File: config.mk
export PLATFORM = sky130hd
export DESIGN_NAME = data_path
export DESIGN_NICKNAME = d
export VERILOG_FILES = /design/src/hdl/core_pkg.sv /design/src/hdl/fetch_unit.sv /design/src/hdl/decoder.sv /design/src/hdl/regfile.sv /design/src/hdl/execute_stage.sv /design/src/hdl/mem_stage.sv /design/src/hdl/data_path.sv
export VERILOG_INCLUDE_DIRS = /design/src /design/src/hdl
export SDC_FILE = /design/constraint.sdc
export NUM_CORES = 2
export LEC_CHECK = 0
export ABC_AREA = 1
export BUFFER_PORTS_ARGS = -buffer_cell sky130_fd_sc_hd__buf_2
export CAP_MARGIN = 20
export CORE_MARGIN = 2
export CORE_UTILIZATION = 37
export CTS_CLUSTER_DIAMETER = 100
export CTS_CLUSTER_SIZE = 20
export DETAILED_ROUTE_END_ITERATION = 7
export SKIP_LAST_GASP = 1
export SLEW_MARGIN = 20
export SYNTH_ARGS = -nofsm -noshare
export SYNTH_HDL_FRONTEND = slang
export SYNTH_SLANG_ARGS = --single-unit
File: constraint.sdc
create_clock -name clk -period 4.2 [get_ports clk]
set_input_delay 0.84 -clock clk [delete_from_list [all_inputs] [get_ports clk]]
set_output_delay 0.84 -clock clk [all_outputs]
set_load 0.03 [all_outputs]
File: src/hdl/core_cfg.svh
`ifndef CORE_CFG_SVH
`define CORE_CFG_SVH

// --------------------
// core widths
// --------------------
`define XLEN       32               // data and address width
`define REG_ADDR_W 5                // 32 architectural regs

// --------------------
// fetch constants
// --------------------
`define RESET_PC   32'h0000_0000    // first fetch address

// addi x0,x0,0, used for every bubble slot
`define NOP_INSTR  32'h0000_0013

`endif

File: src/hdl/core_pkg.sv
`default_nettype none

`include "core_cfg.svh"

package core_pkg;

	typedef logic [`XLEN-1:0]       word_t;       // one data word
	typedef logic [`REG_ADDR_W-1:0] reg_addr_t;   // register index

	// rv32i major opcodes kept in this core
	typedef enum logic [6:0] {
		OP_REG    = 7'b0110011,   // add sub and or xor slt
		OP_IMM    = 7'b0010011,   // addi only
		OP_LOAD   = 7'b0000011,   // lw only
		OP_STORE  = 7'b0100011,   // sw only
		OP_BRANCH = 7'b1100011    // beq bne
	} opcode_e;

	typedef enum logic [2:0] {
		ALU_ADD,                  // also address calc
		ALU_SUB,
		ALU_AND,
		ALU_OR,
		ALU_XOR,
		ALU_SLT                   // signed compare
	} alu_op_e;

	// --------------------
	// stage payloads
	// --------------------
	typedef struct packed {
		alu_op_e alu_op;
		logic    use_imm;         // operand b from imm
		logic    reg_write;
		logic    mem_read;
		logic    mem_write;
		logic    is_branch;
		logic    branch_ne;       // bne, else beq
	} ctrl_t;

	typedef struct packed {
		logic      valid;
		word_t     pc;
		reg_addr_t rs1;
		reg_addr_t rs2;
		reg_addr_t rd;
		word_t     rs1_data;
		word_t     rs2_data;
		word_t     imm;
		ctrl_t     ctrl;
	} id_ex_t;

	typedef struct packed {
		logic      valid;
		reg_addr_t rd;
		word_t     alu_result;    // result or mem address
		word_t     store_data;
		ctrl_t     ctrl;
	} ex_mem_t;

	typedef struct packed {
		logic      valid;
		reg_addr_t rd;
		logic      reg_write;
		word_t     write_data;
	} mem_wb_t;

	// --------------------
	// wishbone classic
	// --------------------
	typedef struct packed {
		logic  cyc;
		logic  stb;
		logic  we;
		word_t adr;
		word_t dat_w;
	} wb_req_t;

	typedef struct packed {
		logic  ack;
		word_t dat_r;             // sampled in ack cycle
	} wb_rsp_t;

endpackage

`default_nettype wire

File: src/hdl/fetch_unit.sv
`timescale 1ns/1ps
`default_nettype none

`include "core_cfg.svh"

module fetch_unit import core_pkg::*; (
	input  logic  clk,
	input  logic  rst_n,
	input  logic  hold,          // mem stall or load-use
	input  logic  redirect,      // taken branch from execute
	input  word_t redirect_pc,
	input  word_t instr,         // rom data for pc, same cycle
	output word_t pc,
	output word_t fd_instr,
	output word_t fd_pc,
	output logic  fd_valid
);

word_t fd_instr_q;           // raw fetched word

// --------------------
// program counter
// --------------------
always_ff @(posedge clk or negedge rst_n) begin
	if (!rst_n) begin
		pc <= `RESET_PC;
	end else if (redirect) begin
		pc <= redirect_pc;       // branch target next cycle
	end else if (!hold) begin
		pc <= pc + word_t'(4);   // predict not taken
	end
end

// --------------------
// fetch to decode reg
// --------------------
always_ff @(posedge clk or negedge rst_n) begin
	if (!rst_n) begin
		fd_valid <= 1'b0;
	end else if (redirect) begin
		fd_valid <= 1'b0;        // kill wrong-path fetch
	end else if (!hold) begin
		fd_valid <= 1'b1;
	end
end

always_ff @(posedge clk) begin
	if (!hold) begin
		fd_instr_q <= instr;
		fd_pc      <= pc;
	end
end

// dead slot decodes as a nop
assign fd_instr = fd_valid ? fd_instr_q : `NOP_INSTR;

endmodule

`default_nettype wire

File: src/hdl/decoder.sv
`timescale 1ns/1ps
`default_nettype none

`include "core_cfg.svh"

module decoder import core_pkg::*; (
	input  word_t     instr,
	input  word_t     pc,
	input  word_t     rs1_data,      // from regfile, write-first
	input  word_t     rs2_data,
	output reg_addr_t rs1,
	output reg_addr_t rs2,
	output id_ex_t    decoded
);

opcode_e   opcode;
reg_addr_t rd;
logic [2:0] funct3;
logic      funct7_b5;               // sub vs add
word_t     imm_i;
word_t     imm_s;
word_t     imm_b;
word_t     imm;
ctrl_t     ctrl;

// --------------------
// fields
// --------------------
assign opcode    = opcode_e'(instr[6:0]);
assign rd        = instr[11:7];
assign funct3    = instr[14:12];
assign rs1       = instr[19:15];
assign rs2       = instr[24:20];
assign funct7_b5 = instr[30];

// sign-extended immediates
assign imm_i = {{(`XLEN-12){instr[31]}}, instr[31:20]};
assign imm_s = {{(`XLEN-12){instr[31]}}, instr[31:25], instr[11:7]};
assign imm_b = {{(`XLEN-13){instr[31]}}, instr[31], instr[7], instr[30:25], instr[11:8], 1'b0};

// --------------------
// control decode
// --------------------
always_comb begin
	ctrl = '0;                      // unsupported -> bubble
	imm  = '0;
	case (opcode)
		OP_REG: begin
			ctrl.reg_write = 1'b1;
			case ({funct7_b5, funct3})
				4'b0_000: ctrl.alu_op = ALU_ADD;
				4'b1_000: ctrl.alu_op = ALU_SUB;
				4'b0_111: ctrl.alu_op = ALU_AND;
				4'b0_110: ctrl.alu_op = ALU_OR;
				4'b0_100: ctrl.alu_op = ALU_XOR;
				4'b0_010: ctrl.alu_op = ALU_SLT;
				default:  ctrl = '0;
			endcase
		end
		OP_IMM: if (funct3 == 3'b000) begin   // addi
			ctrl.reg_write = 1'b1;
			ctrl.use_imm   = 1'b1;
			imm            = imm_i;
		end
		OP_LOAD: if (funct3 == 3'b010) begin  // lw
			ctrl.reg_write = 1'b1;
			ctrl.mem_read  = 1'b1;
			ctrl.use_imm   = 1'b1;
			imm            = imm_i;
		end
		OP_STORE: if (funct3 == 3'b010) begin // sw
			ctrl.mem_write = 1'b1;
			ctrl.use_imm   = 1'b1;
			imm            = imm_s;
		end
		OP_BRANCH: if (funct3[2:1] == 2'b00) begin
			ctrl.is_branch = 1'b1;
			ctrl.branch_ne = funct3[0];   // 001 is bne
			imm            = imm_b;
		end
		default: ctrl = '0;
	endcase
end

always_comb begin
	decoded          = '0;
	decoded.valid    = 1'b0;        // set from fd_valid in data_path
	decoded.pc       = pc;
	decoded.rs1      = rs1;
	decoded.rs2      = rs2;
	decoded.rd       = rd;
	decoded.rs1_data = rs1_data;
	decoded.rs2_data = rs2_data;
	decoded.imm      = imm;
	decoded.ctrl     = ctrl;
end

endmodule

`default_nettype wire

File: src/hdl/regfile.sv
`timescale 1ns/1ps
`default_nettype none

`include "core_cfg.svh"

module regfile (
	input  logic                   clk,
	input  logic [`REG_ADDR_W-1:0] rs1,
	input  logic [`REG_ADDR_W-1:0] rs2,
	output logic [`XLEN-1:0]       rs1_data,
	output logic [`XLEN-1:0]       rs2_data,
	input  logic                   we,
	input  logic [`REG_ADDR_W-1:0] rd,
	input  logic [`XLEN-1:0]       wdata
);

logic [`XLEN-1:0] regs [2**`REG_ADDR_W];

always_ff @(posedge clk) begin
	if (we) regs[rd] <= wdata;      // x0 written but never read
end

// x0 is zero, then write-first, then storage
assign rs1_data = (rs1 == '0) ? '0 : (we && rd == rs1) ? wdata : regs[rs1];
assign rs2_data = (rs2 == '0) ? '0 : (we && rd == rs2) ? wdata : regs[rs2];

endmodule

`default_nettype wire

File: src/hdl/execute_stage.sv
`timescale 1ns/1ps
`default_nettype none

`include "core_cfg.svh"

module execute_stage import core_pkg::*; (
	input  id_ex_t  id_ex,
	input  ex_mem_t ex_mem,          // newest forward source
	input  mem_wb_t mem_wb,          // older forward source
	output ex_mem_t result,
	output logic    redirect,
	output word_t   redirect_pc
);

word_t op_a;
word_t op_b_reg;                     // bypassed rs2, also store data
word_t op_b;
word_t alu_y;
logic  equal;

// --------------------
// bypass
// --------------------
function automatic word_t bypass(input reg_addr_t rs, input word_t reg_data,
		input ex_mem_t em, input mem_wb_t mw);
	word_t val;
	if (rs != '0 && em.valid && em.ctrl.reg_write && !em.ctrl.mem_read && em.rd == rs)
		val = em.alu_result;         // load in ex_mem is stalled away
	else if (rs != '0 && mw.valid && mw.reg_write && mw.rd == rs)
		val = mw.write_data;
	else
		val = reg_data;
	return val;
endfunction

always_comb begin
	op_a     = bypass(id_ex.rs1, id_ex.rs1_data, ex_mem, mem_wb);
	op_b_reg = bypass(id_ex.rs2, id_ex.rs2_data, ex_mem, mem_wb);
	op_b     = id_ex.ctrl.use_imm ? id_ex.imm : op_b_reg;
end

// --------------------
// alu
// --------------------
always_comb begin
	case (id_ex.ctrl.alu_op)
		ALU_ADD: alu_y = op_a + op_b;   // lw/sw address too
		ALU_SUB: alu_y = op_a - op_b;
		ALU_AND: alu_y = op_a & op_b;
		ALU_OR:  alu_y = op_a | op_b;
		ALU_XOR: alu_y = op_a ^ op_b;
		ALU_SLT: alu_y = {{(`XLEN-1){1'b0}}, $signed(op_a) < $signed(op_b)};
		default: alu_y = op_a + op_b;
	endcase
end

// --------------------
// branch judge
// --------------------
assign equal       = (op_a == op_b_reg);
assign redirect    = id_ex.valid & id_ex.ctrl.is_branch & (equal ^ id_ex.ctrl.branch_ne);
assign redirect_pc = id_ex.pc + id_ex.imm;     // pc-relative target

always_comb begin
	result            = '0;
	result.valid      = id_ex.valid;
	result.rd         = id_ex.rd;
	result.alu_result = alu_y;
	result.store_data = op_b_reg;
	result.ctrl       = id_ex.ctrl;
end

endmodule

`default_nettype wire

File: src/hdl/mem_stage.sv
`timescale 1ns/1ps
`default_nettype none

module mem_stage import core_pkg::*; (
	input  logic    clk,
	input  logic    rst_n,
	input  ex_mem_t ex_mem,
	output wb_req_t dmem_req,
	input  wb_rsp_t dmem_rsp,
	output mem_wb_t result,
	output logic    mem_busy        // freezes whole pipe
);

logic access;                       // valid lw or sw here
logic ack_q;                        // acked last cycle, force idle
logic acked;

assign access = ex_mem.valid & (ex_mem.ctrl.mem_read | ex_mem.ctrl.mem_write);
assign acked  = dmem_req.stb & dmem_rsp.ack;

// --------------------
// wishbone master
// --------------------
always_comb begin
	dmem_req       = '0;
	dmem_req.cyc   = access & ~ack_q;       // held stable by the freeze
	dmem_req.stb   = access & ~ack_q;
	dmem_req.we    = ex_mem.ctrl.mem_write;
	dmem_req.adr   = ex_mem.alu_result;
	dmem_req.dat_w = ex_mem.store_data;
end

always_ff @(posedge clk or negedge rst_n) begin
	if (!rst_n) begin
		ack_q <= 1'b0;
	end else begin
		ack_q <= acked;              // drop cyc/stb one cycle
	end
end

// busy until the ack cycle, incl. the idle gap
assign mem_busy = access & ~acked;

// --------------------
// writeback payload
// --------------------
always_comb begin
	result            = '0;
	result.valid      = ex_mem.valid;
	result.rd         = ex_mem.rd;
	result.reg_write  = ex_mem.ctrl.reg_write;
	result.write_data = ex_mem.ctrl.mem_read ? dmem_rsp.dat_r : ex_mem.alu_result;
end

endmodule

`default_nettype wire

File: src/hdl/data_path.sv
`timescale 1ns/1ps
`default_nettype none

module data_path import core_pkg::*; (
	input  logic    clk,
	input  logic    rst_n,
	// instruction rom, combinational read
	output word_t   instr_addr,
	input  word_t   instr,
	// data memory, wishbone classic
	output wb_req_t dmem_req,
	input  wb_rsp_t dmem_rsp
);

word_t     pc;
word_t     fd_instr;
word_t     fd_pc;
logic      fd_valid;
logic      hold;                  // pc + fetch reg freeze
logic      flush;                 // taken branch that moves on
logic      load_use;
logic      mem_busy;
logic      redirect;
word_t     redirect_pc;
reg_addr_t rs1;
reg_addr_t rs2;
word_t     rs1_data;
word_t     rs2_data;
id_ex_t    decoded;
id_ex_t    id_ex_d;
id_ex_t    id_ex_q;
ex_mem_t   ex_result;
ex_mem_t   ex_mem_q;
mem_wb_t   mem_result;
mem_wb_t   mem_wb_q;

assign instr_addr = pc;
assign hold       = mem_busy | load_use;
assign flush      = redirect & ~mem_busy;   // branch held while frozen

// fetch --------------------
fetch_unit u_fetch_unit (
	.clk(clk),
	.rst_n(rst_n),
	.hold(hold),
	.redirect(flush),
	.redirect_pc(redirect_pc),
	.instr(instr),
	.pc(pc),
	.fd_instr(fd_instr),
	.fd_pc(fd_pc),
	.fd_valid(fd_valid)
);

// decode --------------------
decoder u_decoder (
	.instr(fd_instr),
	.pc(fd_pc),
	.rs1_data(rs1_data),
	.rs2_data(rs2_data),
	.rs1(rs1),
	.rs2(rs2),
	.decoded(decoded)
);

regfile u_regfile (
	.clk(clk),
	.rs1(rs1),
	.rs2(rs2),
	.rs1_data(rs1_data),
	.rs2_data(rs2_data),
	.we(mem_wb_q.valid & mem_wb_q.reg_write),  // write-back port
	.rd(mem_wb_q.rd),
	.wdata(mem_wb_q.write_data)
);

// lw in execute feeding the decoding instr
assign load_use = id_ex_q.valid & id_ex_q.ctrl.mem_read & (id_ex_q.rd != '0)
	& ((id_ex_q.rd == rs1) | (id_ex_q.rd == rs2));

always_comb begin
	id_ex_d       = decoded;
	id_ex_d.valid = fd_valid & ~flush & ~load_use;   // bubble on stall or flush
end

// execute / memory --------------------
execute_stage u_execute_stage (
	.id_ex(id_ex_q),
	.ex_mem(ex_mem_q),
	.mem_wb(mem_wb_q),
	.result(ex_result),
	.redirect(redirect),
	.redirect_pc(redirect_pc)
);

mem_stage u_mem_stage (
	.clk(clk),
	.rst_n(rst_n),
	.ex_mem(ex_mem_q),
	.dmem_req(dmem_req),
	.dmem_rsp(dmem_rsp),
	.result(mem_result),
	.mem_busy(mem_busy)
);

// stage regs, all frozen while bus open
always_ff @(posedge clk or negedge rst_n) begin
	if (!rst_n) begin
		id_ex_q  <= '0;
		ex_mem_q <= '0;
		mem_wb_q <= '0;
	end else if (!mem_busy) begin
		id_ex_q  <= id_ex_d;
		ex_mem_q <= ex_result;
		mem_wb_q <= mem_result;     // lw data taken in ack cycle
	end
end

endmodule

`default_nettype wire

==> results.toml <==
[setup_path]
crit_arrival_ns = 4.65
cpMostUsedCell = "nand2_2"
critPathSlowestCell = "dfrtp_2"
crit_fanout = 5
worstSetupEndpointType = "flop"
startpoint_type = "flop"
path_delay_family = "simple AND/OR/NAND/NOR gates"
critical_path_class = "reg -> reg"
cp.required_ns = 4.79
crit_path_max_incr_delay_ns = 0.43
path_buf_inv = 7

[die]
core_sq_mm = 0.204
rows = 166
fp.dieArea_sq_mm = 0.208
die_w_um = 457
die_height_um = 457
floorplan.initialDensity_pct = 37.1
ios = 166

[synth]
synth_ff_type = "edfxtp_1"
syn_area_sq_mm = 0.0758
syn-num-nets = 9041
ys_ff_latch = 1368
synth_cells = 8843
ys_top_cells_by_area = "edfxtp_1, nand2_1, dfrtp_1"
seq_area_frac_synth_pct = 52.4
synth_warnings = 0
synth_edf_count = 1088
synth.largest_area_cell = "edfxtp_1"
netlist.area_leader.share_pct = 43.1
avgSynthCellArea_sq_um = 8.57
synth_most_common_cell = "nand2_1"
ys_top_cells_by_count = "nand2_1, edfxtp_1, inv_1"
synthArstFlopShare_pct = 20.5
ys_types = 57

[grt]
grt_usage_pct = 28.0
overflow = 0
grt_max_degree = 173
grt_pass1_wl_mm = 439
grt_antenna_before_repair = 12
grt_pass1_vias = 66500

[power]
p_comb_share_pct = 52.4
pwr-share-seq_pct = 32.5
sw_frac_of_total_pct = 44.2
switchingPower_w = 0.0251
p_int_w = 0.0317
power_frac_clock_pct = 15.1
ir_drop_mv = 0.519
pwr_density_cell_mw_per_mm2 = 654
power.leakage_nw = 35.0

[finish]
fin_nets = 9265
final_cell_area_sq_mm = 0.0869
layout-drive-gt1-share_pct = 13.5
area_growth_pct = 14.6

[drt]
wl_mm = 303
drt-vias-per-instance = 5.88
drt_first_iter_violations = 9584
vias = 69300
first_pass_iters = 7
remaining_drc_errors = 0
ant_nets = 0
wl_per_cell_um = 25.6

[timing]
hold_viol_final = 0
slew_headroom_pct = 20.4
fmax_ghz = 0.246
fin_skew_ns = 0.0514
post-route-min-period_ns = 4.07
fin_ws_ns = 0.132
setup_viol = 0
finalCritPeriodShare_pct = 96.8
tightest_slew_ns = 1.19
slew_violations = 0
rsz0062_at_grt = "true"

[cts]
cts-root-buf = "clkbuf_16"
worst_setup_hold_path_clk_slew_ns = 0.08
cts_buffers = 81
cts_buffer_depth = 3
clk_latency_ns = 0.76
clkSinkCount = 1368
cts_tree = "yes"
h-tree-depth = 3

[min_path]
holdCritPathClass = "in -> async"

[place]
place_area_sq_mm = 0.0830
dp_slack_ns = -0.402
dp_hpwl_mm = 185
numPortBuffers = 165
routabilityCongestion = 0.972

[flow_run]
maxCapViolCount = 0

[run_status]
status = "completed"
[kinds of logic (layout without fill, tap and decap cells)]
kind of cell             Yosys count  after routing  synth area share (%)
AO/OA/AOI/OAI                   1902           1902                  15.9
XOR/XNOR                          82             82                 0.948
adder cells (fa/ha/maj)          131            131                  2.19
buffers and inverters           1383           1643                  7.38
flip-flops                      1368           1368                  52.4
other                              0              4                     0
AND/OR/NAND/NOR                 3977           3978                  21.2
[path summary, 6_finish.rpt]
path / end / cells past startpoint / slack (ns) / start
worst max-delay path: ex_mem_q[57] / 30 / 0.13 / id_ex_q[111]
worst max register to register: ex_mem_q[57] / 30 / 0.13 / id_ex_q[111]
worst min-delay path: ex_mem_q[23] / 1 / 0.04 / rst_n
max in group asynchronous: id_ex_q[45] / 2 / 3.21 / rst_n
min in group clk: u_fetch_unit.fd_instr_q[30] / 1 / 0.25 / instr[30]
worst min register to register: id_ex_q[136] / 2 / 0.44 / u_fetch_unit.fd_pc[16]
[area by class of cell]
class / instances / area, sq um
Multi-Input combinational cell: 6093 / 31900
Clock inverter: 14 / 185
Sequential cell: 1368 / 39700
Tap cell: 2688 / 3360
Antenna cell: 4 / 10.0
Timing Repair Buffer: 791 / 6750
Fill cell: 19800 / 117000
Clock buffer: 106 / 2170
Inverter: 732 / 2800
[placed cells by master, fill, tap and decap left out, types with 75 or more instances in the layout]
master	instances
o21ai_0	601
inv_1	674
edfxtp_1	1088
o211ai_1	471
clkbuf_16	86
nor2_1	314
a21oi_1	286
dfrtp_1	276
buf_4	516
buf_12	84
ha_1	108
nand3_1	685
buf_2	164
a41oi_1	75
nand2_1	2748
a311oi_1	124
[power by group through the flow]
| stage | Combinational, W | Sequential [W] | Clock (W) |
|---|---|---|---|
| after CTS | 0.0270 | 0.0185 | 0.00865 |
| after detailed placement | 0.0266 | 0.0187 | 0 |
| after global routing | 0.0320 | 0.0186 | 0.00913 |
| final | 0.0298 | 0.0185 | 0.00859 |
| after global placement | 0.0266 | 0.0187 | 0 |
| after floorplan | 0.0139 | 0.0192 | 0 |
[flip-flops by register name, summed over array words and instances (netlist names)]
register,cells
mem_wb_q,39
u_fetch_unit.fd_valid,1
u_fetch_unit.pc,32
u_fetch_unit.fd_instr_q,32
id_ex_q,134
u_regfile.regs,1024
ex_mem_q,73
u_mem_stage.ack_q,1
u_fetch_unit.fd_pc,32
[per-layer routing]
layer | track usage, % | vias to the layer above | routed length (um) | share of wire [%]
met3 | 5.63 | 801 | 33400 | 11
met2 | 42.7 | 4236 | 132000 | 44
li1 | - | 30700 | - | -
met1 | 38.0 | 33600 | 120000 | 40
met5 | 0 | - | 48 | 0.016
met4 | 13.4 | 8 | 16600 | 5.5
[metrics by stage]
step	power, W	hold WS (ns)	utilization (%)	setup TNS (ns)	std cells
2_1_floorplan	0.0331	0.418	-	0	8843
3_3_place_gp	0.0453	0.422	40.7	-3.68	11600
3_5_place_dp	0.0454	0.431	40.7	-3.07	11600
4_1_cts	0.0541	0.0957	41.9	-0.0593	11800
5_1_grt	0.0597	0.108	42.5	-0.485	11800
6_report	0.0568	0.0396	42.5	0	11800
[timing repair]
action | in CTS | in global routing
hold buffers | 0 | 0
buffers inserted | 5 | 31
cloned | 1 | 3
pin swaps | 8 | 77
setup endpoints to repair | 19 | 57
resized for setup | 51 | 295
endpoints found under the hold margin | 0 | 0
(Power assumes the default switching activity.)
